`src/prf_pkg.sv`:
```
////////////////////
// register file sizes and the state enum of one physical register
////////////////////
`default_nettype none

package prf_pkg;

	localparam int PRF_SIZE  = 32;                // physical registers in the file
	localparam int PRF_IDX_W = $clog2(PRF_SIZE);  // width of a physical register index
	localparam int DATA_W    = 64;                // width of one register value

	// lifecycle of one physical register, rename moves it out of free and
	// retire or recovery brings it back
	typedef enum logic [1:0]
	{
		PRF_FREE    = 2'b00,  // not allocated, rename may hand it out
		PRF_PENDING = 2'b01,  // allocated, its result has not been on the CDB yet
		PRF_READY   = 2'b10   // holds a valid result for the operand reads
	} prf_state_e;

endpackage

`default_nettype wire

```
`src/prf_release_ctrl.sv`:
```
////////////////////
// per-entry release from the two retire frees and mispredict recovery
////////////////////
`timescale 1ns/1ps
`default_nettype none

module prf_release_ctrl
(
	input  wire                            retire1_valid,      // first retiring instruction frees a register
	input  wire [prf_pkg::PRF_IDX_W-1:0]   retire1_idx,
	input  wire                            retire2_valid,      // second retiring instruction
	input  wire [prf_pkg::PRF_IDX_W-1:0]   retire2_idx,
	input  wire                            branch_recover,     // mispredict flush this cycle
	input  wire [prf_pkg::PRF_SIZE-1:0]    recover_free_list,  // 1 marks an entry to free on recovery
	output logic [prf_pkg::PRF_SIZE-1:0]   release_vec
);

	logic [prf_pkg::PRF_SIZE-1:0] retire_vec;  // decoded retire frees

	// decode both retire indices into one vector
	always_comb
	begin
		retire_vec = '0;
		for (int i = 0; i < prf_pkg::PRF_SIZE; i++)
		begin
			if (retire1_valid && (retire1_idx == i[prf_pkg::PRF_IDX_W-1:0]))
			begin
				retire_vec[i] = 1'b1;
			end
			if (retire2_valid && (retire2_idx == i[prf_pkg::PRF_IDX_W-1:0]))
			begin
				retire_vec[i] = 1'b1;
			end
		end
	end

	// the recovery list only counts while branch_recover is high
	assign release_vec = retire_vec | (branch_recover ? recover_free_list : '0);

	////////////////////
	// the ROB retires two distinct architectural writes, so their old
	// physical registers cannot be the same
	always_comb
	begin
		assert final (!(retire1_valid && retire2_valid && (retire1_idx == retire2_idx)))
			else $error("prf_release_ctrl: both retires free entry %0d", retire1_idx);
	end

endmodule

`default_nettype wire

```
`config.mk`:
```
export PLATFORM = sky130hd
export DESIGN_NAME = prf_release_ctrl
export DESIGN_NICKNAME = d
export VERILOG_FILES = /design/src/prf_pkg.sv /design/src/prf_release_ctrl.sv
export SDC_FILE = /design/constraint.sdc
export NUM_CORES = 1
export LEC_CHECK = 0
export BUFFER_PORTS_ARGS = -buffer_cell sky130_fd_sc_hd__buf_2
export CORE_ASPECT_RATIO = 0.8
export CORE_MARGIN = 1.5
export CORE_UTILIZATION = 32
export DETAILED_ROUTE_END_ITERATION = 8
export GPL_TIMING_DRIVEN = 0
export PLACE_DENSITY_LB_ADDON = 0.08
export REMOVE_ABC_BUFFERS = 1
export SKIP_LAST_GASP = 1
export SYNTH_ARGS = -nofsm -noshare
export SYNTH_HDL_FRONTEND = slang
export SYNTH_SLANG_ARGS = --single-unit
export TNS_END_PERCENT = 30
```
`constraint.sdc`:
```
create_clock -name vclk -period 0.8
set_input_delay 0.04 -clock vclk [all_inputs]
set_output_delay 0.04 -clock vclk [all_outputs]
set_load 0.02 [all_outputs]
```
Word-level counts from Yosys, hierarchy flattened

Cells that the tools add are included.

Word-level logic and storage cells: 194
Bits in registers: 0
Output and inout bits: 32
Bits of input ports: 45

Eq/ne operators: 62
Bitwise logic cells: 1
Mux-type cells: 65
Reduce and logical (&&, ||, !) cells: 66

Operator list:

| kind               | number |
|---|---|
| $eq 5x5->1 const B | 32 |
| $eq 5x4->1 const B | 16 |
| $logic_and 1x1->1  | 64 |
| $mux 1             | 64 |
| $eq 5x3->1 const B | 8 |
| $mux 32            | 1 |
| $or 32x32->32      | 1 |
| $eq 5x2->1 const B | 4 |
| $eq 5x1->1 const B | 2 |
| $logic_not 5->1    | 2 |

Depth between registers and ports, before layout

Depth in word-level cells: 5
Depth in mapped cells: 3
Gate-level depth less buffers: 2

Least setup slack after synthesis

OpenSTA, ideal clock, no wires.

Path kind: input to output
From: in retire2_idx[3] (netlist bit)
To: out release_vec[1] (netlist bit)
Cell stages on the path: 2
Setup slack: -0.295 ns
Buffers on the path: 0
Data arrival time: 1.055 ns
Required time: 0.760 ns
Path through: or4b_1 -> o221ai_1

Longest elaborated chain between the ends: 4

Ends and longest elaborated chain:

| element           | line                   | source |
|---|---|---|
| start, declared   | prf_release_ctrl.sv:12 | `input wire [prf_pkg::PRF_IDX_W-1:0] retire2_idx,` |
| $eq 5x1->1        | prf_release_ctrl.sv:30 | `if (retire2_valid && (retire2_idx == i[prf_pkg::PRF_IDX_W-1:0]))` |
| $logic_and 1x1->1 | prf_release_ctrl.sv:30 |  |
| $mux 1            | prf_release_ctrl.sv:30 |  |
| $or 32x32->32     | prf_release_ctrl.sv:38 | `assign release_vec = retire_vec \| (branch_recover ? recover_free_list : '0);` |
| end, declared     | prf_release_ctrl.sv:15 | `output logic [prf_pkg::PRF_SIZE-1:0] release_vec` |

No other way between the ends.

Worst setup path in the final report

From: in retire2_valid
To: out release_vec[2] (netlist bit)

Longest elaborated chain between the ends: 3

Ends and longest elaborated chain:

| element           | line                   | source |
|---|---|---|
| start, declared   | prf_release_ctrl.sv:11 | `input wire retire2_valid,` |
| $logic_and 1x1->1 | prf_release_ctrl.sv:30 |  |
| $mux 1            | prf_release_ctrl.sv:30 |  |
| $or 32x32->32     | prf_release_ctrl.sv:38 |  |

No other way between the ends.

==> metrics.txt <==
status finished with violations; violated checks negative setup slack; Worst Tran Pin Value 0.530 ns; # Max-Cap Violations 0; # hold bufs at CTS 0; Detailed Route Iter0 Violations 19; Routed WL per cell 15.5 um; pwr dens 602 mW/mm2; Hold Crit Class in -> out; core area 0.00193 mm2; Sw Share 56.3%; final HPWL from detailed placement 2100 um; via count 1,127; WP data required 0.76 ns; CP Capture Type output port; sequential area share after synthesis 0%; setup ws final -0.327 ns; clock buf count 0; Setup Viol. Count Final 32; die height 43.8 um; IO Count 77; die span in x 53.9 um; clock network power share 0%; Worst Path Arrival 1.09 ns; Ys Warns 0; Final min period 1.13 ns; Leak 0.568 nW; vias in the first global route 895; first-pass GRT wire length 4150 um; fin nets 216; final cycle utilization of the critical path 141%; Final Hold Fails 0; Post-Place Cells 189; Startpoint Class primary input; P_int 0.326 mW; Final Instance Count excl. Fillers 193; WL final 3000 um; Comb pwr share 100.0%; antenna-violating nets left 0; gr usage total 23.4%; RSZ-0062 raised after global routing yes; Seq cells 0; Congestion Overflow GR 0; router iterations before antenna repair 4; Buffers on Ports 77; drt drc 0; Netlist Area Pre-Place 664 um2; Max Slew Vio Count 0; Rel. slew slack 64.7%; layout cells sized above 1 59.8%; CP Max Fanout 8; sequential power share 0%; Placement Setup Slack -0.430 ns; ANT cells 0; mean area per synthesized cell 6.85 um2; routed vias/inst 5.84; Synth cell types 12; hold_ws 0.389 ns; Worst VDD drop 0.000423 V; fmax 887 MHz; Initial Util 34.5%; Post-Syn Instances 97; GPL Wtd Cong 0.747; crit path kind in -> out; largest net degree at the start of global routing 33; FF/Latch Area 0 um2; P_sw 0.419 mW; area grow syn2layout 86.3%; antenna violations before repair 0; Die ar. 0.00236 mm2; Final Util 64.2%; Rows 14
-- cell usage in the layout, fill, tap and decap left out, drive strengths merged --
cell type,netlist,final
buf,0,80
clkbuf,9,1
nand2,34,34
nand2b,4,4
nand4,2,2
nand4b,6,6
nand4bb,3,3
o221ai,32,32
or2,2,2
or4b,2,2
or4bb,3,3
-- synthesized netlist by cell type --
cell type	number	area share (%)
clkbuf_1	9	5.1
nand2_1	34	19
nand2b_1	4	3.8
nand4_1	2	1.9
nand4b_1	6	7.9
nand4bb_1	3	5.1
o221ai_1	28	37
o221ai_2	4	9.0
or2_2	2	1.9
or4b_1	2	3.0
or4bb_1	1	1.7
or4bb_4	2	4.5
-- worst max-delay path: stages --
cell	delay, ns
clkbuf_4	0.16
or4b_4	0.52
o221ai_2	0.19
buf_4	0.17
-- final cells by class --
class	instances	area, um2
multi-input cells	88	697
fillers	183	689
repair buffers	81	510
well taps	24	30.0
-- worst paths after layout --
kind / to / cells past startpoint / slack [ns] / from
max: release_vec[2] / 4 / -0.33 / retire2_valid
min: release_vec[19] / 4 / 0.39 / recover_free_list[19]
-- per-layer routing --
metal	share of wire, %	GRT usage, %
met4	0	0
met5	0	0
met2	49	44.9
met3	6.7	0.345
met1	44	30.6
-- logic make-up after synthesis --
family	after synthesis	share of synthesized area, %
simple gates	56	49.0
compound gates	32	46.0
buf+inv	9	5.08
-- power groups by stage --
stage / sequential, mW / combinational, mW / clock, mW
after detailed placement: 0 / 0.632 / 0
after CTS: 0 / 0.730 / 0
after global placement: 0 / 0.624 / 0
after global routing: 0 / 0.793 / 0
final: 0 / 0.745 / 0
after floorplan: 0 / 0.338 / 0
-- what timing repair did --
item                                    CTS  global route
cloned                                    0             0
setup buffers                             4             0
gates resized for setup                  40             4
pin swaps                                13             0
endpoints found under the hold margin     0             0
endpoints found under the setup margin   32            32
-- stage by stage --
| step | setup TNS [ns] | area [um2] | power, mW |
|---|---|---|---|
| detailed placement | -7.74 | 1050 | 0.632 |
| global placement | -7.45 | 1050 | 0.624 |
| floorplan | -3.07 | 631 | 0.338 |
| finish | -7.73 | 1240 | 0.745 |
| global route | -8.98 | 1240 | 0.793 |
| CTS | -7.55 | 1220 | 0.730 |
Note: power is estimated with default switching activity, not from simulation.
