[config.mk]
export PLATFORM = sky130hd
export DESIGN_NAME = prf_entry
export DESIGN_NICKNAME = d
export VERILOG_FILES = /design/src/prf_pkg.sv /design/src/prf_entry.sv
export SDC_FILE = /design/constraint.sdc
export NUM_CORES = 1
export LEC_CHECK = 0
export ABC_AREA = 1
export BUFFER_PORTS_ARGS = -buffer_cell sky130_fd_sc_hd__buf_2
export CAP_MARGIN = 20
export CORE_MARGIN = 2
export CORE_UTILIZATION = 47
export CTS_CLUSTER_DIAMETER = 80
export DETAILED_ROUTE_END_ITERATION = 16
export GPL_ROUTABILITY_DRIVEN = 0
export PLACE_DENSITY = 0.79
export SYNTH_ARGS = -nofsm -noshare
export SYNTH_HDL_FRONTEND = slang
export SYNTH_SLANG_ARGS = --single-unit
export TNS_END_PERCENT = 30
[constraint.sdc]
create_clock -name clock -period 0.8 [get_ports clock]
set_clock_uncertainty 0.05 [all_clocks]
set_input_delay 0.24 -clock clock [delete_from_list [all_inputs] [get_ports clock]]
set_output_delay 0.24 -clock clock [all_outputs]
set_load 0.02 [all_outputs]
[src/prf_pkg.sv]
////////////////////
// register file sizes and the state enum of one physical register
////////////////////
`default_nettype none

package prf_pkg;

	localparam int PRF_SIZE  = 32;                // physical registers in the file
	localparam int PRF_IDX_W = $clog2(PRF_SIZE);  // width of a physical register index
	localparam int DATA_W    = 64;                // width of one register value

	// lifecycle of one physical register, rename moves it out of free and
	// retire or recovery brings it back
	typedef enum logic [1:0]
	{
		PRF_FREE    = 2'b00,  // not allocated, rename may hand it out
		PRF_PENDING = 2'b01,  // allocated, its result has not been on the CDB yet
		PRF_READY   = 2'b10   // holds a valid result for the operand reads
	} prf_state_e;

endpackage

`default_nettype wire

[src/prf_entry.sv]
////////////////////
// one physical register with its state and 64-bit value
////////////////////
`timescale 1ns/1ps
`default_nettype none

module prf_entry
(
	input  wire                          clock,
	input  wire                          rst_n,
	input  wire                          release_en,  // retire or recovery frees this entry
	input  wire                          alloc,       // rename grant for this entry
	input  wire                          write_en,    // CDB result for this entry
	input  wire [prf_pkg::DATA_W-1:0]    write_data,
	output prf_pkg::prf_state_e          state,
	output logic [prf_pkg::DATA_W-1:0]   data
);

	// release wins over allocation, and allocation wins over a CDB write
	always_ff @(posedge clock or negedge rst_n)
	begin
		if (!rst_n)
		begin
			state <= prf_pkg::PRF_FREE;
			data  <= '0;
		end
		else if (release_en)
		begin
			state <= prf_pkg::PRF_FREE;  // a freed entry forgets its old value
			data  <= '0;
		end
		else if (alloc)
		begin
			state <= prf_pkg::PRF_PENDING;  // value stays as it was until the CDB writes
		end
		else if (write_en)
		begin
			state <= prf_pkg::PRF_READY;
			data  <= write_data;
		end
	end

	////////////////////
	// checks on the control blocks that drive this entry
	////////////////////

	// the free selector must only grant what the free vector shows
	assert property (@(posedge clock) disable iff (!rst_n)
		alloc |-> (state == prf_pkg::PRF_FREE))
		else $error("prf_entry: alloc seen while the entry is not free");

	// the CDB decoder must only write entries that wait for a result
	assert property (@(posedge clock) disable iff (!rst_n)
		write_en |-> (state == prf_pkg::PRF_PENDING))
		else $error("prf_entry: write_en seen while the entry is not pending");

endmodule

`default_nettype wire

Yosys cells after proc, flatten, opt, wreduce, memory -nomap -nowiden
Index checks and enable logic that the tools add are counted.
Word-level totals
  register bits: 66
  input bits: 69
  output and inout bits: 66
  logic and storage cells: 12
Cells by class
  equal/unequal tests: 1
  mux-type cells: 6
  reduce and logical (&&, ||, !) cells: 3
Operator list (number)
  $mux W64: 3
  $mux W2: 3
  $reduce_bool A3 Y1: 1
  $ne A2 B2 Y1 const B: 1
  $reduce_and A2 Y1: 1
  $reduce_bool A2 Y1: 1

Longest topological paths before layout
Gate-level depths: netlist (run 1).
  depth in word-level cells: 3
  gate-level depth with buffers: 6
  depth with buffers taken out: 4

Worst setup path before layout (run 1)
Ideal clock, no wire load.
  path type: input-to-reg
  start point: in release_en
  end point: reg data[10] in the netlist's numbering
  library setup time: 0.117 ns
  arrival: 0.705 ns
  slack: -0.072 ns
  cell stages on the path: 5
  path buffers: 2
  cell sequence: inv_1 > buf_4 > buf_4 > nand3_2 > nand2_1
Between the ends
  word-level cells in the longest chain between the ends: 2
  elaborated cells on any way between the ends: 4
  those cells by class: 1 x eq/ne; 1 x mux; 2 x reduce/logical
RTL lines
  start, declared: line prf_entry.sv:11  | input wire release_en,
  $ne A2 B2 Y1 (no line) or $reduce_bool A2 Y1 (tied branches)
  $reduce_and A2 Y1 (no line)
  end signal, assigned: line prf_entry.sv:39  | data <= write_data;
  end, declared: line prf_entry.sv:16  | output logic [prf_pkg::DATA_W-1:0] data
Several ways; a longest one is shown, not always the timed one.
A chain may end at the register's enable or synchronous reset.

Worst setup path in the final report (run 1)
  start point: reg data[7] in the netlist's numbering
  end point: out data[7] in the netlist's numbering
No word-level cell between the ends.

==> impl_metrics.env, run 1 <==
export IMPL_use_met1=0.292
export IMPL_crit_family="flip-flops"
export IMPL_port_buffers=134
export IMPL_total_power_w=0.00746
export IMPL_p_int_w=0.00534
export IMPL_top_level_ports=135
export IMPL_cp_start_kind="flop"
export IMPL_area_growth_pct=55.6
export IMPL_path_buf_inv=1
export IMPL_gr_usage_met3=0.0370
export IMPL_fmax_ghz=0.849
export IMPL_grt_pass1_vias=2730
export IMPL_rows=29
export IMPL_rsz0062_at_grt="yes"
export IMPL_coreArea_um2=6350
export IMPL_finalWorstSetupSlack_ps=-378
export IMPL_cp_required_ps=510
export IMPL_critPathMaxFanout=2
export IMPL_cts_tree="built"
export IMPL_fp_dieW_um=85.1
export IMPL_maxCapViolations=0
export IMPL_dieArea_um2=7230
export IMPL_ys_ff_latch=66
export IMPL_place_detailed_hpwl_um=5170
export IMPL_layout_cells_most_common="buf_2"
export IMPL_netlist_instances=294
export IMPL_overflow=0
export IMPL_cts_root_buf="clkbuf_8"
export IMPL_yosysWarnings=0
export IMPL_final_cell_mix="buf_2, nand3_1, buf_4"
export IMPL_grt_use_total=0.220
export IMPL_crit_slowest_cell="dfrtp_1"
export IMPL_netSwitchingPower_w=0.00212
export IMPL_drc=0
export IMPL_fin_crit_ps=1180
export IMPL_vias=2883
export IMPL_max_slew_margin=0.861
export IMPL_violations="negative setup slack"
export IMPL_setup_viol=86
export IMPL_initialDrtViolationCount=162
export IMPL_n_antenna_cell=0
export IMPL_grt_busiest_layer="met2"
export IMPL_start_util=0.486
export IMPL_cpPeakStageDelay_ps=410
export IMPL_postLayoutCellArea_um2=4810
export IMPL_ir_drop_uv=851
export IMPL_grt_max_degree=37
export IMPL_drv_slew=0
export IMPL_crit_chain="buf_6"
export IMPL_clkSinkCount=66
export IMPL_syn_nets=363
export IMPL_wl_um=8280
export IMPL_cts_buffers=9
export IMPL_worst_slew_pin_slew_ps=208
export IMPL_path_class="reg2out"
export IMPL_fin_crit_sh=1.47
export IMPL_syn_avg_cell_area_um2=10.5
export IMPL_clk_latency_ps=330
export IMPL_grt_use_met2=0.360
export IMPL_dr_pass1_iters=4
export IMPL_syn_area_um2=3090
export IMPL_vias_per_cell=5.02
export IMPL_seq_area_frac_synth=0.535
export IMPL_drive_above_1_share=0.573
export IMPL_critPathCaptureType="output port"
export IMPL_wl_per_cell_um=14.4
export IMPL_grt_antenna_before_repair=0
export IMPL_status="finished, violations left"
export IMPL_nets=562
export IMPL_p_seq_frac=0.483
export IMPL_htreeDepth=3
export IMPL_finalHoldViolations=0
export IMPL_antenna_left=0
export IMPL_p_comb_frac=0.211
export IMPL_synth_distinct_cells=14
export IMPL_grt_pass1_wl_um=12700
export IMPL_clk_path_buf_depth=2
export IMPL_min_path_type="in2reg"
export IMPL_clock_power_share=0.307
export IMPL_cp_data_arrival_time_ps=890
export IMPL_die_h_um=85.1
export IMPL_cts_clk_slew_worst_paths_ps=70
export IMPL_p_per_area_nw_per_um2=1550
export IMPL_leakagePower_nw=2.68
export IMPL_swShare=0.284
export IMPL_place_area_um2=4210
[final timing paths]
path / from / cells after the start / end / slack [ps]
worst max-delay path: data[7] / 1 / data[7] / -380
worst min-delay path: write_data[49] / 3 / data[49] / 90
worst max register to register: data[24] / 4 / data[24] / -130
worst min register to register: data[58] / 2 / data[58] / 460
max in group asynchronous: rst_n / 3 / data[34] / 100
min in group asynchronous: rst_n / 3 / data[49] / 380
[power by group through the flow]
stage / Combinational, W / Clock (W) / Sequential (W)
3_3_place_gp: 0.00135 / 0 / 0.00363
3_5_place_dp: 0.00137 / 0 / 0.00363
5_1_grt: 0.00168 / 0.00250 / 0.00361
4_1_cts: 0.00147 / 0.00234 / 0.00359
2_1_floorplan: 0.000505 / 0 / 0.00385
6_report: 0.00157 / 0.00229 / 0.00360
[per-stage QoR]
stage / hold WS, ps / TNS (ps) / worst slack [ps] / utilization / std cells
floorplan: -106 / -2510 / -48.6 / - / 294
global placement: 196 / -17060 / -270 / 0.663 / 540
detailed placement: 199 / -18120 / -288 / 0.663 / 540
CTS: 74.9 / -24580 / -373 / 0.720 / 560
global route: 79.9 / -28010 / -408 / 0.757 / 574
finish: 88.2 / -24820 / -378 / 0.757 / 574
[final cells by class]
cell class	instances	area [um2]
Fill cell	443	1540
Clock buffer	11	131
Inverter	2	20.0
Tap cell	77	96.3
Multi-Input combinational cell	198	1180
Clock inverter	4	20.0
Sequential cell	66	1650
Timing Repair Buffer	216	1710
[Yosys cell counts]
library cell | number | area, um2
nand3_2 | 50 | 500
inv_2 | 1 | 3.75
inv_1 | 1 | 3.75
buf_12 | 6 | 120
o21a_1 | 1 | 7.51
nor2_2 | 1 | 6.26
buf_6 | 1 | 11.3
nand2_1 | 65 | 244
nand2_2 | 1 | 6.26
buf_2 | 9 | 45.0
buf_4 | 12 | 90.1
nand3_1 | 78 | 390
nor2_1 | 2 | 7.51
dfrtp_1 | 66 | 1650
[metal layers]
metal,routed length [um],up-vias
li1,-,1387
met1,3470,1373
met2,4230,110
met3,422,13
met4,152,0
met5,0,-
[flip-flops by register name, indices dropped and copies added (netlist names)]
signal	cells
data	64
state	2
[cell families (layout without fill, tap and decap cells)]
logic type,after synthesis,count (layout),synth area share
simple gates,197,197,0.374
buf+inv,30,233,0.0887
flops,66,66,0.535
compound gates,1,1,0.00243
[what timing repair did]
action	CTS	global route
pin swaps	0	2
setup endpoints to repair	67	101
setup buffers	4	14
hold endpoints to repair	66	0
hold buffers	1	0
resized for setup	55	41
Power figures use the tool's default switching activity.
==> run 2, diff against run 1 <==
--- a/config.mk
+++ b/config.mk
@@ -8,7 +8,7 @@
 export ABC_AREA = 1
 export BUFFER_PORTS_ARGS = -buffer_cell sky130_fd_sc_hd__buf_2
 export CAP_MARGIN = 20
-export CORE_MARGIN = 2
+export CORE_MARGIN = 8
 export CORE_UTILIZATION = 47
 export CTS_CLUSTER_DIAMETER = 80
 export DETAILED_ROUTE_END_ITERATION = 16
==> run 2 against run 1 <==
Effect of this change: the flow still finishes with violations (negative setup slack); routed wire length grew 12%; cell count is 0.17% higher; clock power up 7%; fmax is 1.3% lower; highest routed layer unchanged; worst setup slack got worse by 16 ps; count of clock-buffer cells in the layout down 2.
==> impl_metrics.env, run 2 (synthesized netlist as in run 1, its figures left out) <==
export IMPL_grt_use_total=0.186
export IMPL_drive_above_1_share=0.582
export IMPL_layout_cells_most_common="buf_2"
export IMPL_p_per_area_nw_per_um2=1580
export IMPL_rsz0062_at_grt="yes"
export IMPL_cts_root_buf="clkbuf_8"
export IMPL_critPathCaptureType="output port"
export IMPL_grt_max_degree=38
export IMPL_worst_slew_pin_slew_ps=309
export IMPL_status="finished, violations left"
export IMPL_rows=29
export IMPL_critPathMaxFanout=2
export IMPL_route_met2_wl_um=4730
export IMPL_cts_clk_slew_worst_paths_ps=80
export IMPL_fmax_ghz=0.838
export IMPL_antenna_left=0
export IMPL_min_path_type="in2reg"
export IMPL_num_fill_cells=429
export IMPL_clk_path_buf_depth=2
export IMPL_top_register="data"
export IMPL_cp_start_kind="flop"
export IMPL_top_level_ports=135
export IMPL_grt_pass1_vias=3048
export IMPL_max_slew_margin=0.794
export IMPL_n_antenna_cell=0
export IMPL_fin_crit_sh=1.49
export IMPL_crit_chain="buf_2"
export IMPL_port_buffers=134
export IMPL_cts_buffers=9
export IMPL_path_class="reg2out"
export IMPL_area_growth_pct=56.7
export IMPL_reg2reg_slack_ps=-140
export IMPL_whs_endpoint="data[12]"
export IMPL_vias_per_cell=5.05
export IMPL_finalHoldViolations=0
export IMPL_maxCapViolations=0
export IMPL_place_detailed_hpwl_um=6230
export IMPL_vias=2904
export IMPL_hp_start="write_data[12]"
export IMPL_cp_required_ps=510
export IMPL_grt_pass1_wl_um=14600
export IMPL_setup_viol=93
export IMPL_initialDrtViolationCount=109
export IMPL_reg_top3="data: 64 flops, state: 2 flops"
export IMPL_cp_data_arrival_time_ps=900
export IMPL_cpPeakStageDelay_ps=400
export IMPL_nets=562
export IMPL_drc=0
export IMPL_path_buf_inv=1
export IMPL_wl_um=9260
export IMPL_place_inst=537
export IMPL_dr_pass1_iters=4
export IMPL_cp_num_cells=1
export IMPL_place_area_um2=4190
export IMPL_dieArea_um2=9420
export IMPL_largest_reg_flops=64
export IMPL_fin_crit_ps=1190
export IMPL_finalWorstSetupSlack_ps=-394
export IMPL_overflow=0
export IMPL_htreeDepth=3
export IMPL_violations="negative setup slack"
export IMPL_wl_per_cell_um=16.1
export IMPL_worstReg2RegStart="data[31]"
export IMPL_met1_length_um=3740
export IMPL_ir_drop_uv=1120
export IMPL_instances_no_fill=575
export IMPL_crit_slowest_cell="dfrtp_1"
export IMPL_drv_slew=0
export IMPL_holdPathStages=3
export IMPL_postLayoutCellArea_um2=4840
export IMPL_clkSinkCount=66
export IMPL_top_layer="met4"
export IMPL_final_cell_mix="buf_2, nand3_1, buf_4"
export IMPL_rr_worst_depth=4
export IMPL_coreArea_um2=6350
export IMPL_start_util=0.486
export IMPL_holdWs_ps=71.6
export IMPL_crit_family="flip-flops"
export IMPL_grt_antenna_before_repair=0
export IMPL_wl_met3_um=662
export IMPL_regToRegEndpoint="data[31]"
export IMPL_fp_dieW_um=97.1
export IMPL_die_h_um=97.1
export IMPL_cts_tree="built"
export IMPL_clk_latency_ps=340
export IMPL_leakagePower_nw=2.68
run 2: cell count changes in the layout (fill, tap and decap cells not counted):
cell and change:
nand3_2 +1, nand3_1 -1, clkinv_2 -1, clkbuf_1 -2, nor2_1 -1, buf_2 -3, clkinvlp_4 +3, buf_4 +3
clkinv_4 +1, nor2_2 +1
run 2: cell type report:
type / count / area (um2) / share of cell area
flip-flops and latches: 66 / 1650 / 0.341
inverters: 2 / 20.0 / 0.00414
well taps: 77 / 96.3 / 0.0199
multi-input cells: 198 / 1190 / 0.245
repair buffers: 216 / 1710 / 0.354
clock buffers: 9 / 124 / 0.0256
clock inverters: 7 / 46.3 / 0.00957
run 2: worst max-delay path by stage:
stage | start | slack [ps] | endpoint
6_report | state[1] | -390 | state[1]
5_1_grt | state[1] | -420 | state[1]
4_1_cts | data[45] | -400 | data[45]
3_5_place_dp | alloc | -290 | data[3]
3_3_place_gp | alloc | -270 | data[57]
2_1_floorplan | alloc | -50 | data[10]
run 2: report_power, final:
group	internal, W	total (W)	switching, W
combinational	0.000769	0.00158	0.000816
clock	0.00111	0.00246	0.00135
sequential	0.00349	0.00361	0.000116
run 2: timing repair:
| action | 4_1_cts | 5_1_grt |
|---|---|---|
| resized for setup | 42 | 59 |
| hold buffers | 1 | 0 |
| buffers inserted | 7 | 14 |
| endpoints found under the setup margin | 72 | 106 |
| endpoints found under the hold margin | 66 | 0 |
| pin swaps | 1 | 1 |
run 2: through the flow:
| stage | setup slack [ps] | setup TNS [ps] | total power [W] | util |
|---|---|---|---|---|
| after floorplan | -48.6 | -2510 | 0.00436 | - |
| after global placement | -270 | -16780 | 0.00498 | 0.659 |
| after detailed placement | -294 | -18510 | 0.00502 | 0.659 |
| after CTS | -405 | -25950 | 0.00757 | 0.717 |
| after global routing | -425 | -29660 | 0.00799 | 0.762 |
| final | -394 | -26260 | 0.00765 | 0.762 |
run 2: metal layers:
| metal | GRT usage | vias up |
|---|---|---|
| met5 | 0 | - |
| met2 | 0.301 | 107 |
| met3 | 0.0683 | 12 |
| li1 | - | 1388 |
| met1 | 0.221 | 1397 |
| met4 | 0.0675 | 0 |
==> run 3, diff against run 2 <==
--- a/config.mk
+++ b/config.mk
@@ -13,7 +13,8 @@
 export CTS_CLUSTER_DIAMETER = 80
 export DETAILED_ROUTE_END_ITERATION = 16
 export GPL_ROUTABILITY_DRIVEN = 0
-export PLACE_DENSITY = 0.79
+export PLACE_DENSITY_LB_ADDON = 0.3
+export SETUP_SLACK_MARGIN = 0.5
 export SYNTH_ARGS = -nofsm -noshare
 export SYNTH_HDL_FRONTEND = slang
 export SYNTH_SLANG_ARGS = --single-unit
==> run 3 against run 2 <==
Effect of this change: the run ends with negative hold slack, negative setup slack left; cell area up 2.7%; core utilization up 2.1 points; clock power grew 24%; worst setup slack gained 15 ps; count of clock-buffer cells in the layout is 5 higher; via count is 0.21% higher; sequential share of layout area down 0.91 points; non-clock buffer count grew 6; hold slack worse by 220 ps; fmax rose by 1.3%; highest routed layer unchanged.
==> impl_metrics.env, run 3 (synthesized netlist as in run 1, its figures left out) <==
export IMPL_status="finished, violations left"
export IMPL_violations="negative hold slack, negative setup slack"
export IMPL_p_per_area_nw_per_um2=1670
export IMPL_grt_antenna_before_repair=0
export IMPL_vias_per_cell=5.01
export IMPL_worst_slew_pin_slew_ps=193
export IMPL_fin_crit_ps=1180
export IMPL_swShare=0.259
export IMPL_top_level_ports=135
export IMPL_clk_latency_ps=330
export IMPL_wl_um=9550
export IMPL_coreArea_um2=6350
export IMPL_layout_cells_most_common="buf_4"
export IMPL_overflow=0
export IMPL_n_antenna_cell=0
export IMPL_num_fill_cells=440
export IMPL_clock_power_share=0.368
export IMPL_crit_chain="buf_6"
export IMPL_initialDrtViolationCount=102
export IMPL_cpPeakStageDelay_ps=410
export IMPL_vias=2910
export IMPL_area_growth_pct=61.0
export IMPL_nets=568
export IMPL_crit_slowest_cell="dfrtp_1"
export IMPL_pre_cts_ws_ps=-299
export IMPL_fmax_ghz=0.849
export IMPL_grt_use_total=0.194
export IMPL_largest_reg_flops=64
export IMPL_rows=29
export IMPL_leakagePower_nw=2.74
export IMPL_die_h_um=97.1
export IMPL_place_area_um2=4200
export IMPL_postLayoutCellArea_um2=4970
export IMPL_tns_ps=-25860
export IMPL_p_comb_frac=0.197
export IMPL_crit_family="flip-flops"
export IMPL_setup_viol=93
export IMPL_grt_max_degree=45
export IMPL_reg2reg_slack_ps=-250
export IMPL_cts_clk_slew_worst_paths_ps=70
export IMPL_cts_buffers=9
export IMPL_start_util=0.486
export IMPL_fin_crit_sh=1.47
export IMPL_final_cell_mix="buf_4, nand3_1, buf_2"
export IMPL_register_area_um2=1650
export IMPL_rr_worst_depth=5
export IMPL_p_int_w=0.00615
export IMPL_ir_drop_uv=1120
export IMPL_port_buffers=134
export IMPL_critPathMaxFanout=2
export IMPL_worstReg2RegStart="data[11]"
export IMPL_finalHoldViolations=66
export IMPL_grt_pass1_vias=3096
export IMPL_min_path_type="in2async"
export IMPL_reg_top3="data: 64 flops, state: 2 flops"
export IMPL_holdWs_ps=-153
export IMPL_critPathCaptureType="output port"
export IMPL_rsz0062_at_grt="yes"
export IMPL_cp_data_arrival_time_ps=890
export IMPL_netSwitchingPower_w=0.00215
export IMPL_p_seq_frac=0.435
export IMPL_drc=0
export IMPL_cts_root_buf="clkbuf_8"
export IMPL_clk_path_buf_depth=2
export IMPL_top_register="data"
export IMPL_wl_per_cell_um=16.4
export IMPL_htreeDepth=3
export IMPL_cp_start_kind="flop"
export IMPL_path_class="reg2out"
export IMPL_grt_pass1_wl_um=15100
export IMPL_dieArea_um2=9420
export IMPL_path_buf_inv=1
export IMPL_antenna_left=0
export IMPL_maxCapViolations=0
export IMPL_clkSinkCount=66
export IMPL_cp_required_ps=510
export IMPL_finalWorstSetupSlack_ps=-379
export IMPL_dr_pass1_iters=4
export IMPL_cts_tree="built"
export IMPL_max_slew_margin=0.871
export IMPL_drv_slew=0
export IMPL_regToRegEndpoint="data[11]"
export IMPL_place_detailed_hpwl_um=6130
export IMPL_fp_dieW_um=97.1
export IMPL_drive_above_1_share=0.575
export IMPL_multiInputGateArea_um2=1180
run 3: changes by cell type in the layout (fill, tap and decap cells not counted), moves of 2 or more:
cell / change
buf_6: +8
nand2_1: +2
nand2_2: -2
clkinvlp_4: -3
bufinv_16: +2
buf_2: -9
clkinv_2: -3
buf_4: +8
clkbuf_1: +4
run 3: layer usage:
layer,part of all wire,wire [um],up-vias,GRT usage
met5,0,0,-,0
met4,0.021,201,0,0.0828
met3,0.066,630,15,0.0583
met2,0.54,5190,108,0.333
met1,0.37,3530,1388,0.218
li1,-,-,1399,-
run 3: worst max-delay path by stage:
| stage | from | endpoint | cells past startpoint | slack (ps) |
|---|---|---|---|---|
| 3_3_place_gp | alloc | data[57] | 6 | -270 |
| 4_1_cts | data[57] | data[57] | 1 | -380 |
| 3_5_place_dp | alloc | data[60] | 5 | -300 |
| 5_1_grt | data[18] | data[18] | 1 | -420 |
| 2_1_floorplan | alloc | data[10] | 6 | -50 |
| 6_report | data[11] | data[11] | 1 | -380 |
run 3: area by class of cell:
cell class / instances / share of cell area
Inverter: 2 / 0.00403
Timing Repair Buffer: 222 / 0.364
Tap cell: 77 / 0.0194
Clock inverter: 2 / 0.0121
Sequential cell: 66 / 0.332
Clock buffer: 14 / 0.0307
Multi-Input combinational cell: 198 / 0.238
run 3: through the flow:
stage / utilization / power, W / cells
after CTS: 0.748 / 0.00823 / 566
after global placement: 0.661 / 0.00499 / 540
after global routing: 0.783 / 0.00865 / 581
final: 0.783 / 0.00831 / 581
after floorplan: - / 0.00436 / 294
after detailed placement: 0.661 / 0.00502 / 540
run 3: repair_timing:
action / CTS / global route
pin swaps: 14 / 12
setup endpoints to repair: 132 / 132
resized for setup: 84 / 35
hold endpoints to repair: 66 / 66
setup buffers: 10 / 15
run 3: power groups by stage:
| stage | logic (W) | clock network (W) | registers, W |
|---|---|---|---|
| finish | 0.00164 | 0.00306 | 0.00361 |
| global route | 0.00176 | 0.00326 | 0.00362 |
| floorplan | 0.000505 | 0 | 0.00385 |
| global placement | 0.00136 | 0 | 0.00364 |
| detailed placement | 0.00138 | 0 | 0.00364 |
| CTS | 0.00154 | 0.00309 | 0.00360 |
