**src/prf_pkg.sv**
```systemverilog
////////////////////
// register file sizes and the state enum of one physical register
////////////////////
`default_nettype none

package prf_pkg;

	localparam int PRF_SIZE  = 32;                // physical registers in the file
	localparam int PRF_IDX_W = $clog2(PRF_SIZE);  // width of a physical register index
	localparam int DATA_W    = 64;                // width of one register value

	// lifecycle of one physical register, rename moves it out of free and
	// retire or recovery brings it back
	typedef enum logic [1:0]
	{
		PRF_FREE    = 2'b00,  // not allocated, rename may hand it out
		PRF_PENDING = 2'b01,  // allocated, its result has not been on the CDB yet
		PRF_READY   = 2'b10   // holds a valid result for the operand reads
	} prf_state_e;

endpackage

`default_nettype wire

```
**src/prf_free_select.sv**
```systemverilog
////////////////////
// picks the two rename registers from the free vector and encodes them
////////////////////
`timescale 1ns/1ps
`default_nettype none

module prf_free_select
(
	input  wire [prf_pkg::PRF_SIZE-1:0]    free_vec,        // entries in PRF_FREE
	input  wire                            alloc_req1,      // rename slot 1 wants a register
	input  wire                            alloc_req2,      // rename slot 2 wants a register
	input  wire                            branch_recover,  // no grants in a recovery cycle
	output logic [prf_pkg::PRF_SIZE-1:0]   alloc_gnt1,
	output logic [prf_pkg::PRF_SIZE-1:0]   alloc_gnt2,
	output logic                           rename_valid1,
	output logic                           rename_valid2,
	output logic [prf_pkg::PRF_IDX_W-1:0]  rename_idx1,
	output logic [prf_pkg::PRF_IDX_W-1:0]  rename_idx2
);

	logic [prf_pkg::PRF_SIZE-1:0] free_vec2;  // free entries left for slot 2

	// one-hot to binary, an empty vector gives index zero
	function automatic logic [prf_pkg::PRF_IDX_W-1:0] encode
	(
		input logic [prf_pkg::PRF_SIZE-1:0] onehot
	);
		logic [prf_pkg::PRF_IDX_W-1:0] idx;
		idx = '0;
		for (int i = 0; i < prf_pkg::PRF_SIZE; i++)
		begin
			if (onehot[i])
			begin
				idx = idx | i[prf_pkg::PRF_IDX_W-1:0];
			end
		end
		return idx;
	endfunction

	// slot 1 has priority and takes the lowest free register
	prf_priority_sel sel1_i
	(
		.req (free_vec),
		.en  (alloc_req1 && !branch_recover),
		.gnt (alloc_gnt1)
	);

	assign free_vec2 = free_vec & ~alloc_gnt1;  // slot 1's pick is gone for slot 2

	prf_priority_sel sel2_i
	(
		.req (free_vec2),
		.en  (alloc_req2 && !branch_recover),
		.gnt (alloc_gnt2)
	);

	assign rename_valid1 = |alloc_gnt1;  // a slot with no grant stalls and retries
	assign rename_valid2 = |alloc_gnt2;
	assign rename_idx1   = encode(alloc_gnt1);
	assign rename_idx2   = encode(alloc_gnt2);

	// both slots must never rename to the same physical register
	always_comb
	begin
		assert final ((alloc_gnt1 & alloc_gnt2) == '0)
			else $error("prf_free_select: both rename slots granted one entry");
	end

endmodule

`default_nettype wire

```
**src/prf_priority_sel.sv**
```systemverilog
////////////////////
// lowest-index one-hot grant with enable
////////////////////
`timescale 1ns/1ps
`default_nettype none

module prf_priority_sel
(
	input  wire [prf_pkg::PRF_SIZE-1:0]   req,  // one bit per requesting entry
	input  wire                           en,   // low forces an empty grant
	output logic [prf_pkg::PRF_SIZE-1:0]  gnt
);

	logic [prf_pkg::PRF_SIZE-1:0] lowest;  // lowest set bit of req

	// two's complement keeps only the lowest set bit and zero stays zero
	assign lowest = req & (~req + 1'b1);

	always_comb
	begin
		if (en)
		begin
			gnt = lowest;
		end
		else
		begin
			gnt = '0;
		end
	end

endmodule

`default_nettype wire

```
**config.mk**
```make
export PLATFORM = sky130hd
export DESIGN_NAME = prf_free_select
export DESIGN_NICKNAME = d
export VERILOG_FILES = /design/src/prf_pkg.sv /design/src/prf_free_select.sv /design/src/prf_priority_sel.sv
export SDC_FILE = /design/constraint.sdc
export NUM_CORES = 1
export LEC_CHECK = 0
export ABC_CLOCK_PERIOD_IN_PS = 4800
export BUFFER_PORTS_ARGS = -buffer_cell sky130_fd_sc_hd__buf_2
export CORE_MARGIN = 2
export CORE_UTILIZATION = 48
export DETAILED_ROUTE_END_ITERATION = 6
export GPL_TIMING_DRIVEN = 0
export PLACE_DENSITY = 0.85
export SYNTH_ARGS = -nofsm -noshare
export SYNTH_HDL_FRONTEND = slang
export SYNTH_SLANG_ARGS = --single-unit
export TNS_END_PERCENT = 50
```
**constraint.sdc**
```tcl
create_clock -name vclk -period 4.8
set_input_delay 0.96 -clock vclk [all_inputs]
set_output_delay 0.96 -clock vclk [all_outputs]
set_load 0.01 [all_outputs]
```
Word level (Yosys, flattened, before mapping)
Index checks and enable logic that the tools add are counted.
{ "word_totals": {"reg_bits": 0, "in_bits": 35, "output_inout_bits": 76, "word_cells": 77} }
{ "classes": {"n_addsub": 2, "muxes": 64, "bitwise": 6, "reduce_logical": 5} }
{ "ops": {"columns": ["operator", "count"], "rows": [
  ["5-bit two-way mux", 32],
  ["32-bit bitwise AND", 3],
  ["32-bit NOT", 3],
  ["32-bit by 1-bit adder with 32-bit output (second input constant)", 2],
  ["32-bit two-way mux", 2],
  ["4-bit two-way mux", 16],
  ["32-bit OR reduction", 2],
  ["3-bit two-way mux", 8],
  ["2-bit two-way mux", 4],
  ["1-bit logical AND", 2],
  ["1-bit two-way mux", 2],
  ["1-bit logical NOT", 1]
]} }

Longest topological paths before layout
Gate-level depths: netlist (run 1).
{ "logic_depth": {"ltp_word": 41, "ltp_mapped": 12, "depth_no_buf": 9} }

Cells and area by module
From an unflattened synthesis (run 1), not the netlist that was laid out.
{ "hier_totals": {"hier_cells": 217, "hier_area_um2": 1446.4} }
{ "modules_own_cells": {"columns": ["mod", "n_inst", "cells_per_inst", "area_per_inst_um2", "seq_area_each_um2"], "rows": [
  ["prf_priority_sel", 2, 67, 457.9, 0.0],
  ["prf_free_select", 1, 83, 530.5, 0.0]
]} }

Least setup slack after synthesis (run 1)
No wires, ideal clock.
{ "synth_timing": {"path_kind": "in2out", "start": "input free_vec[0] (netlist name)", "end": "output rename_idx2[1] (netlist name)", "t_arrival_ps": 3432, "required_ps": 3840, "setup_slack_ps": 408, "path_stages": 10, "n_path_buf": 2, "path_cell_list": "buf_6 > nor4b_4 > nand2_2 > a2111oi_4 > o211ai_1 > buf_2 > or3_4 > nor3b_1 > nor3_1 > nand4b_1"} }
{ "synth_via": {"word_cells_on_any_way": 40, "cone_classes": "2 x add/sub; 32 x mux; 6 x bitwise"} }
{ "synth_lines": {"columns": ["item", "line_no", "text"], "rows": [
  ["start: declaration", "prf_free_select.sv:9", "input wire [prf_pkg::PRF_SIZE-1:0] free_vec,"],
  ["32-bit NOT", "prf_priority_sel.sv:17", "assign lowest = req & (~req + 1'b1);"],
  ["32-bit by 1-bit adder with 32-bit output", "prf_priority_sel.sv:17", null],
  ["32-bit bitwise AND", "prf_priority_sel.sv:17", null],
  ["32-bit two-way mux", "prf_priority_sel.sv:21", "if (en)"],
  ["32-bit NOT", "prf_free_select.sv:48", "assign free_vec2 = free_vec & ~alloc_gnt1;"],
  ["32-bit bitwise AND *", "prf_free_select.sv:48", null],
  ["32-bit NOT", "prf_priority_sel.sv:17", null],
  ["32-bit by 1-bit adder with 32-bit output", "prf_priority_sel.sv:17", null],
  ["32-bit bitwise AND *", "prf_priority_sel.sv:17", null],
  ["32-bit two-way mux *", "prf_priority_sel.sv:21", null],
  ["net alloc_gnt2, one bit", "prf_free_select.sv:14", "output logic [prf_pkg::PRF_SIZE-1:0] alloc_gnt2,"],
  ["5-bit two-way mux * (13 in a row)", "prf_free_select.sv:32", "if (onehot[i])"],
  ["end: declaration", "prf_free_select.sv:18", "output logic [prf_pkg::PRF_IDX_W-1:0] rename_idx2"]
]} }
Mark *: on every way through the listed nets, which the timed path passes. The rest lies on a longest branch.

Worst setup path in the final report (run 1)
{ "layout_timing": {"start": "input free_vec[0] (netlist name)", "end": "output rename_idx2[0] (netlist name)"} }
{ "layout_via": {"elab_chain_cells": 41} }
{ "layout_rtl": {"columns": ["item", "line_no"], "rows": [
  ["32-bit NOT", "prf_priority_sel.sv:17"],
  ["32-bit by 1-bit adder with 32-bit output", "prf_priority_sel.sv:17"],
  ["32-bit bitwise AND", "prf_priority_sel.sv:17"],
  ["32-bit two-way mux", "prf_priority_sel.sv:21"],
  ["32-bit NOT", "prf_free_select.sv:48"],
  ["32-bit bitwise AND *", "prf_free_select.sv:48"],
  ["32-bit NOT", "prf_priority_sel.sv:17"],
  ["32-bit by 1-bit adder with 32-bit output", "prf_priority_sel.sv:17"],
  ["32-bit bitwise AND *", "prf_priority_sel.sv:17"],
  ["32-bit two-way mux *", "prf_priority_sel.sv:21"],
  ["1-bit two-way mux", "prf_free_select.sv:32"],
  ["2-bit two-way mux (2 in a row)", "prf_free_select.sv:32"],
  ["3-bit two-way mux (4 in a row)", "prf_free_select.sv:32"],
  ["4-bit two-way mux (8 in a row)", "prf_free_select.sv:32"],
  ["5-bit two-way mux (15 in a row)", "prf_free_select.sv:32"],
  ["5-bit two-way mux *", "prf_free_select.sv:32"]
]} }
Mark *: on every way between the ends. The rest lies on a longest branch, timed or not.

==> results.yml, run 1 <==
synth:
  synth_cell_type_count: 64
  synth_area_per_cell_um2: 6.36
  ys_seq_area_share_pct: 0
  ys.warnings.count: 0
  synthesis.nets: 357
  postSynthCellCount: 322
  synth_area_mm2: 0.00205
global_route:
  via_count_of_the_first_global_routing_pass: 2775
  grt_usage_pct: 31.3
  globalRoute.busiestLayer: "met2"
  gr-usage-met1_pct: 44.6
  grtUsageMet2_pct: 50.1
  global_route.usage.met3_pct: 2.62
  grt_max_degree: 11
  antenna_found_initial: 0
  globalRouteOverflowTotal: 0
  global_route_wire_length_before_repair_um: 13000
timing:
  period_minus_slack_ns: 4.86
  tightest_slew_ns: 0.976
  final_count_of_hold_timing_violations: 0
  fmax_ghz: 0.206
  timing_max_transition_violations_final: 0
  post-route-period-util_pct: 101
  finalSetupTns_ns: -0.0636
  timing.slew.headroom_pct: 34.0
  post-route-worst-setup-slack_ns: -0.0636
  setup_viol_count_final: 1
setup_path:
  crit_path_frequent_cell: "sky130_fd_sc_hd__buf_4"
  worstPathRequired_ns: 3.84
  cp_max_fo: 7
  worst_ep_arrival_time_ns: 3.90
  end_kind: "output pin"
  cp.buffers_inverters: 4
  path_delay_family: "simple AND/OR/NAND/NOR gates"
  worst-setup-path-type: "input port to output pin"
  crit_slowest_cell: "sky130_fd_sc_hd__nor4b_4"
  setup.worst_path.start_class: "input port"
  crit_chain: "buf_6 -> nor4b_4 -> nand4_4 -> buf_4 -> o21ai_1 -> nand3_2 -> buf_4 -> or3_4 -> nor4b_2 -> nor3_1 -> nand4b_1 -> buf_2"
  slowest_delay_ns: 0.59
route:
  drt_iter0_drc: 524
  num_vias: 3359
  wirelength_um: 9170
  drt_pre_antenna_iters: 6
  detail_route.wl_per_cell_um: 18.8
  count_of_unresolved_drc_violations_after_routing: 0
  vias_per_cell: 6.90
  detail-route-antenna-nets: 0
power_and_ir_drop:
  power_switching_uw: 85.4
  internal-power_uw: 45.9
  power-per-cell-area_mw_per_mm2: 44.9
  power.ir.vdd_worst_mv: 0.0352
  sw_share_pct: 65.0
  power.share.sequential_pct: 0
  static-leakage-power_uw: 0.00155
  p_comb_share_pct: 100.0
  clock_power_share_pct: 0
cells_and_area:
  areaGrowthSynthToFinish_pct: 42.7
  most_common_library_cell_in_the_layout_ignoring_fill_and_taps: "sky130_fd_sc_hd__buf_2"
  n_clock_buffer: 0
  commonest_non_fill_non_tap_cells_in_the_layout: "sky130_fd_sc_hd__buf_2, sky130_fd_sc_hd__nor2_1, sky130_fd_sc_hd__nand2_1"
  insertedDiodeCount: 0
  layout-drive-gt1-share_pct: 39.8
  nets: 474
  nFlopsAndLatches: 0
  postLayoutCellArea_mm2: 0.00292
  area.sequential_um2: 0
placement:
  numPortBuffers: 101
  post_dp_cell_area_mm2: 0.00262
  finalWeightedCongestion: 0.968
  place.detailed.hpwl_um: 6490
run_status:
  status: "finished, violations left"
  failed_checks: "setup timing"
floorplanning:
  fp.dieArea_mm2: 0.00481
  die-width_um: 69.3
  initial_core_util_pct: 50.5
  core.rowCount: 23
  fp.coreArea_mm2: 0.00406
  die_height_um: 69.3
  design.portCount: 111
worst_hold_path:
  hold_path_startpoint: "free_vec[2]"
  worstHoldPathCells: 4
  end_point_of_the_most_critical_hold_path: "alloc_gnt2[2]"
  hold_class: "input port to output pin"
flow_run:
  max_cap_violations: 0
-- cells by family after synthesis --
kind of cell               Yosys count  share of synthesized area (%)
adders and majority gates            3                           1.47
and+or+nand+nor                    220                           66.8
buffers and inverters               35                           8.06
AOI/OAI and AO/OA                   61                           22.3
xor gates and xnor gates             3                           1.28
-- how the worst max path moves through the flow --
stage	from	endpoint	cells after the start
2_1_floorplan	free_vec[0]	rename_idx2[1]	10
5_1_grt	free_vec[0]	rename_idx2[2]	13
4_1_cts	free_vec[1]	rename_idx2[2]	11
3_5_place_dp	free_vec[12]	rename_idx2[2]	11
6_report	free_vec[0]	rename_idx2[0]	12
3_3_place_gp	free_vec[12]	rename_idx2[2]	11
-- repair_timing --
| item | 4_1_cts | 5_1_grt |
|---|---|---|
| setup buffers | 1 | 12 |
| hold buffers | 0 | 0 |
| gates cloned | 0 | 1 |
| setup endpoints to repair | 6 | 13 |
| pin swaps | 1 | 21 |
| endpoints found under the hold margin | 0 | 0 |
| gates resized for setup | 2 | 42 |
-- per-stage QoR --
step                      util, %  worst slack (ns)  hold WS [ns]  total power (uW)  instances
final                        72.1           -0.0636          2.29               131        487
after global routing         72.1            -0.185          2.31               139        487
after CTS                    65.2          -0.00729          2.27               110        474
after detailed placement     64.5            -0.102          2.27               108        473
after global placement       64.5           -0.0179          2.27               106        473
after floorplan                 -             0.408          2.01              65.4        322
-- worst min-delay path, stage by stage --
cell and delay, ns:
sky130_fd_sc_hd__buf_2 0.14, sky130_fd_sc_hd__nand2_1 0.06, sky130_fd_sc_hd__nor2_1 0.03, sky130_fd_sc_hd__buf_2 0.12
-- power groups by stage --
stage          Combinational [uW]  Clock [uW]  Sequential, uW
2_1_floorplan                65.4           0               0
3_3_place_gp                  106           0               0
3_5_place_dp                  108           0               0
4_1_cts                       110           0               0
5_1_grt                       139           0               0
6_report                      131           0               0
-- Yosys cell counts (all sizes together) (10+ instances only) --
library cell / count / area share (%)
nor2: 40 / 7.3
nand2: 24 / 4.6
nor3: 22 / 5.9
nor4: 20 / 7.6
inv: 18 / 3.3
nand3: 18 / 4.6
nand4: 15 / 6.2
and3: 14 / 4.4
a21oi: 13 / 3.2
o21ai: 13 / 3.2
clkbuf: 10 / 2.3
-- layer usage --
metal / vias to the layer above / share of wire (%)
met3: 70 / 13
met2: 329 / 45
met4: 0 / 5.3
li1: 1472 / -
met5: - / 0
met1: 1488 / 37
-- cell type report --
type                            count  area (um2)
Multi-Input combinational cell    287        2070
Inverter                           18        67.6
Buffer                             17         108
Timing Repair Buffer              115         612
Tap cell                           50        62.6
Fill cell                         342        1130
Note: power is estimated with default switching activity, not from simulation.
==> inputs of run 2 (changes only) <==
- ABC_AREA: unset -> 1
- BUFFER_PORTS_ARGS: -buffer_cell sky130_fd_sc_hd__buf_2 -> unset
- CORE_UTILIZATION: 48 -> 55
- DONT_BUFFER_PORTS: unset -> 1
- PLACE_DENSITY: 0.85 -> 0.7
==> run 2 against run 1 <==
Net effect:
- the run now ends clean
- clock-buffer cell count unchanged
- critical path type unchanged
- combinational power down 19%
- cell count up 24%
- worst setup slack better by 0.83 ns
- critical path depth up 1
- routed wire length down 4.9%
- via count up 0.89%
- synthesized cell count up 72%
- non-clock buffer count down 126
- global-route usage up 1.3 points
- total power down 19%
- hold slack worse by 0.29 ns
==> results.yml, run 2 <==
global_route:
  globalRouteOverflowTotal: 0
  grt_max_degree: 11
  via_count_of_the_first_global_routing_pass: 3072
  antenna_found_initial: 0
  grt_usage_pct: 32.6
  global_route_wire_length_before_repair_um: 14000
timing:
  setup_viol_count_final: 0
  fin_hold_ws_ns: 1.99
  fmax_ghz: 0.248
  grt_setup_unrepaired: "no"
  tightest_slew_ns: 0.686
  finalSetupTns_ns: 0
  timing.slew.headroom_pct: 54.2
  period_minus_slack_ns: 4.04
  post-route-period-util_pct: 84.1
  timing_max_transition_violations_final: 0
  final_count_of_hold_timing_violations: 0
route:
  detail_route.wl_per_cell_um: 14.4
  drt_pre_antenna_iters: 6
  num_vias: 3389
  drt_iter0_drc: 283
  wirelength_um: 8720
  count_of_unresolved_drc_violations_after_routing: 0
  detail-route-antenna-nets: 0
  vias_per_cell: 5.60
synth:
  synth_area_per_cell_um2: 4.67
  postSynthCellCount: 553
  synth_top_area_cell: "sky130_fd_sc_hd__nor2_1"
  synth_area_mm2: 0.00258
  ys.warnings.count: 0
  synth_simple_gate_area_share_pct: 78.9
  yosys.area_share.adder_pct: 0
  ys_seq_area_share_pct: 0
  synth_xor_xnor_area_share_pct: 0
  synthesis.nets: 588
  compound_gate_portion_of_the_synthesized_area_pct: 4.21
  synth_cell_count_leaders: "sky130_fd_sc_hd__nor2_1, sky130_fd_sc_hd__nand2_1, sky130_fd_sc_hd__inv_1"
  synth_cell_type_count: 28
  largest_family_of_logic_cells_by_synthesized_area: "simple AND/OR/NAND/NOR gates"
  yosysMostFrequentCell: "sky130_fd_sc_hd__nor2_1"
  synth_mux_area_share_pct: 0
  synthTopCellsByArea: "sky130_fd_sc_hd__nor2_1, sky130_fd_sc_hd__nand2_1, sky130_fd_sc_hd__inv_1"
  netlist.area_leader.share_pct: 20.0
clock_tree:
  cts.repair_timing.setup_buffer_count: 0
  cts_resized: 0
  cts-hold-fix-buffers: 0
floorplanning:
  die-width_um: 72.5
  core.rowCount: 24
  design.portCount: 111
  initial_core_util_pct: 58.1
  die_height_um: 72.5
  fp.coreArea_mm2: 0.00444
  fp.dieArea_mm2: 0.00526
setup_path:
  path_delay_family: "simple AND/OR/NAND/NOR gates"
  setup.worst_path.start_class: "input port"
  worstPathRequired_ns: 3.84
  crit_chain: "inv_2 -> nand2_2 -> o21ai_0 -> nand2_1 -> nor2_2 -> nand2_2 -> nor2_2 -> nand2_1 -> nor2_1 -> nor2_1 -> nand3_1 -> nor2_1 -> nand2_1"
  worstSetupStartpoint: "branch_recover"
  worst_ep_arrival_time_ns: 3.08
  end_kind: "output pin"
  slowest_delay_ns: 0.49
  cp_max_fo: 6
  cp.buffers_inverters: 1
  crit_slowest_cell: "sky130_fd_sc_hd__o21ai_0"
  worst-setup-path-type: "input port to output pin"
cells_and_area:
  postLayoutCellArea_mm2: 0.00265
  insertedDiodeCount: 0
  nets: 590
  most_common_library_cell_in_the_layout_ignoring_fill_and_taps: "sky130_fd_sc_hd__nor2_1"
  area.sequential_um2: 0
  layout-drive-gt1-share_pct: 11.4
  areaGrowthSynthToFinish_pct: 2.52
  n_clock_buffer: 0
  nFlopsAndLatches: 0
  commonest_non_fill_non_tap_cells_in_the_layout: "sky130_fd_sc_hd__nor2_1, sky130_fd_sc_hd__nand2_1, sky130_fd_sc_hd__inv_1"
placement:
  post_dp_cell_area_mm2: 0.00265
  finalWeightedCongestion: 0.989
  numPortBuffers: 0
  place.detailed.hpwl_um: 7480
run_status:
  status: "complete, no violations"
worst_hold_path:
  hold_path_startpoint: "free_vec[0]"
  hold_class: "input port to output pin"
power_and_ir_drop:
  power.ir.vdd_worst_mv: 0.0269
  fin_total_pwr_uw: 106
  power-per-cell-area_mw_per_mm2: 39.9
  static-leakage-power_uw: 0.00173
flow_run:
  max_cap_violations: 0
-- run 2: cell types whose count changed in the layout (fill, tap and decap cells not counted), moves of 12 or more --
| cell | delta |
|---|---|
| sky130_fd_sc_hd__inv_1 | +87 |
| sky130_fd_sc_hd__nand4_1 | +16 |
| sky130_fd_sc_hd__nor2_1 | +101 |
| sky130_fd_sc_hd__buf_4 | -12 |
| sky130_fd_sc_hd__nor2_2 | +15 |
| sky130_fd_sc_hd__nand3_1 | +21 |
| sky130_fd_sc_hd__buf_2 | -103 |
| sky130_fd_sc_hd__nand2_1 | +109 |
-- run 2: path summary, 6_finish.rpt --
kind / cells after the start / slack (ns) / endpoint
max: 13 / 0.76 / rename_idx2[4]
min: 1 / 1.99 / alloc_gnt1[1]
-- run 2: power by group --
part | switching [uW] | internal [uW]
registers | 0 | 0
logic | 76.6 | 29.1
clock network | 0 | 0
-- run 2: logic make-up after synthesis --
logic type      Yosys count
compound gates           19
simple gates            419
buf+inv                 115
-- run 2: per-stage QoR --
step           util (%)  cells  setup WS, ns
6_report           59.6    605         0.763
2_1_floorplan         -    553          1.20
5_1_grt            59.6    605         0.520
4_1_cts            59.6    605         0.825
3_3_place_gp       59.6    605         0.832
3_5_place_dp       59.6    605         0.826
-- run 2: layout make-up --
class | count | area, um2
fillers | 511 | 1800
multi-input cells | 438 | 2150
plain buffers | 6 | 27.5
well taps | 52 | 65.1
inverters | 109 | 409
-- run 2: layer usage --
| metal | share of wire, % | vias up | wire, um | GRT usage (%) |
|---|---|---|---|---|
| li1 | - | 1730 | - | - |
| met1 | 46 | 1475 | 4000 | 46.2 |
| met2 | 45 | 176 | 3930 | 54.2 |
| met3 | 8.0 | 8 | 700 | 4.31 |
| met4 | 1.0 | 0 | 88 | 3.09 |
| met5 | 0 | - | 0 | 0 |
==> inputs of run 3 (changes only) <==
- ABC_CLOCK_PERIOD_IN_PS: 4800 -> 3600
- PLACE_DENSITY: 0.7 -> 0.73
- clock period: 4.8 -> 3.6 ns (I/O delays scaled with it)
==> run 3 against run 2 <==
Net effect:
- sequential share of layout area unchanged
- worst setup slack got worse by 0.58 ns
- final area increased by 2.4%
- global-route usage increased by 0.26 points
- non-clock buffer count unchanged
- clock-buffer cell count unchanged
- combinational power increased by 36%
- sequential cell count unchanged
- total power increased by 36%
- largest power group unchanged
==> results.yml, run 3 (synthesis results as in run 2) <==
power_and_ir_drop:
  sw_share_pct: 72.7
  clock_power_share_pct: 0
  power.ir.vdd_worst_mv: 0.0371
  power.share.sequential_pct: 0
  power_switching_uw: 105
  power-per-cell-area_mw_per_mm2: 53.2
  fin_total_pwr_uw: 144
  p_comb_share_pct: 100.0
  internal-power_uw: 39.3
  static-leakage-power_uw: 0.00174
cells_and_area:
  final-instance-count-excl-fill: 606
  area.sequential_um2: 0
  layout-drive-gt1-share_pct: 13.5
  final_util_pct: 61.0
  areaGrowthSynthToFinish_pct: 4.94
  postLayoutCellArea_mm2: 0.00271
  nFlopsAndLatches: 0
  insertedDiodeCount: 0
  n_clock_buffer: 0
  commonest_non_fill_non_tap_cells_in_the_layout: "sky130_fd_sc_hd__nor2_1, sky130_fd_sc_hd__nand2_1, sky130_fd_sc_hd__inv_1"
  nets: 591
  most_common_library_cell_in_the_layout_ignoring_fill_and_taps: "sky130_fd_sc_hd__nor2_1"
setup_path:
  worst-setup-path-type: "input port to output pin"
  worstPathRequired_ns: 2.88
  worst_ep_arrival_time_ns: 2.70
  cp_max_fo: 4
  end_kind: "output pin"
  slowest_delay_ns: 0.26
  crit_path_frequent_cell: "sky130_fd_sc_hd__nand2_1"
  crit_chain: "nor2_1 -> nand2_1 -> nor2_1 -> nand4_1 -> nand2_1 -> nand2_1 -> nor2_1 -> nand3_2 -> nor2_2 -> nor2_1 -> nand2_1 -> inv_1 -> nand2_1"
  crit_slowest_cell: "sky130_fd_sc_hd__nor2_1"
  setup.worst_path.start_class: "input port"
placement:
  pre_cts_ws_ns: -0.0357
  numPortBuffers: 0
  place.detailed.hpwl_um: 7530
  place_inst: 605
  post_dp_cell_area_mm2: 0.00265
  finalWeightedCongestion: 0.986
timing:
  final_count_of_hold_timing_violations: 0
  grt_setup_unrepaired: "no"
  timing.slew.headroom_pct: 50.3
  tightest_slew_ns: 0.744
  fmax_ghz: 0.293
  timing_max_transition_violations_final: 0
  period_minus_slack_ns: 3.42
  post-route-worst-setup-slack_ns: 0.183
  post-route-period-util_pct: 94.9
  setup_viol_count_final: 0
route:
  detail_route.wl_per_cell_um: 14.5
  vias_per_cell: 5.64
  wirelength_um: 8780
  num_vias: 3420
  drt_iter0_drc: 289
  drt_pre_antenna_iters: 5
  detail-route-antenna-nets: 0
  detail_route.wirelength.met1_um: 3790
  count_of_unresolved_drc_violations_after_routing: 0
  top_routing_layer_in_use: "met4"
  met2_wirelength_um: 4070
  met3_length_um: 837
run_status:
  status: "complete, no violations"
floorplanning:
  die_height_um: 72.5
  core.rowCount: 24
  die-width_um: 72.5
  fp.coreArea_mm2: 0.00444
  design.portCount: 111
  fp.dieArea_mm2: 0.00526
  initial_core_util_pct: 58.1
global_route:
  globalRouteOverflowTotal: 0
  grt_max_degree: 11
  via_count_of_the_first_global_routing_pass: 3135
  global_route_wire_length_before_repair_um: 14200
  antenna_found_initial: 0
  grt_usage_pct: 32.8
clock_tree:
  cts.repair_timing.setup_buffer_count: 0
flow_run:
  max_cap_violations: 0
worst_hold_path:
  hold_class: "input port to output pin"
run 3: worst paths after layout:
check	depth (start not counted)	from	slack [ns]	endpoint
max	13	free_vec[4]	0.18	rename_idx2[3]
min	1	free_vec[0]	1.51	alloc_gnt1[1]
run 3: critical path: cells and delay by family:
| family | cells | cell delay, ns |
|---|---|---|
| and+or+nand+nor | 12 | 1.92 |
| buffers and inverters | 1 | 0.04 |
run 3: layout make-up:
cell class | count | area [um2]
fillers | 502 | 1730
plain buffers | 6 | 27.5
inverters | 109 | 409
multi-input cells | 439 | 2210
well taps | 52 | 65.1
run 3: what timing repair did:
| action | in CTS | in global routing |
|---|---|---|
| hold buffers | 0 | 0 |
| endpoints found under the setup margin | 1 | 6 |
| cloned | 0 | 1 |
| resized for setup | 1 | 14 |
| pin swaps | 0 | 1 |
run 3: stage by stage:
stage	TNS [ns]	hold slack (ns)
after floorplan	0	1.50
after global routing	0	1.51
after CTS	0	1.51
final	0	1.51
after detailed placement	-0.0357	1.51
after global placement	0	1.51
run 3: power by group through the flow:
stage / Combinational [uW] / Sequential, uW / Clock, uW
2_1_floorplan: 112 / 0 / 0
3_3_place_gp: 136 / 0 / 0
3_5_place_dp: 138 / 0 / 0
4_1_cts: 139 / 0 / 0
5_1_grt: 161 / 0 / 0
6_report: 144 / 0 / 0
run 3: layer usage:
| layer | global-route usage, % | up-vias |
|---|---|---|
| met5 | 0 | - |
| met4 | 2.06 | 0 |
| met3 | 1.67 | 6 |
| met2 | 57.3 | 186 |
| met1 | 46.4 | 1506 |
| li1 | - | 1722 |
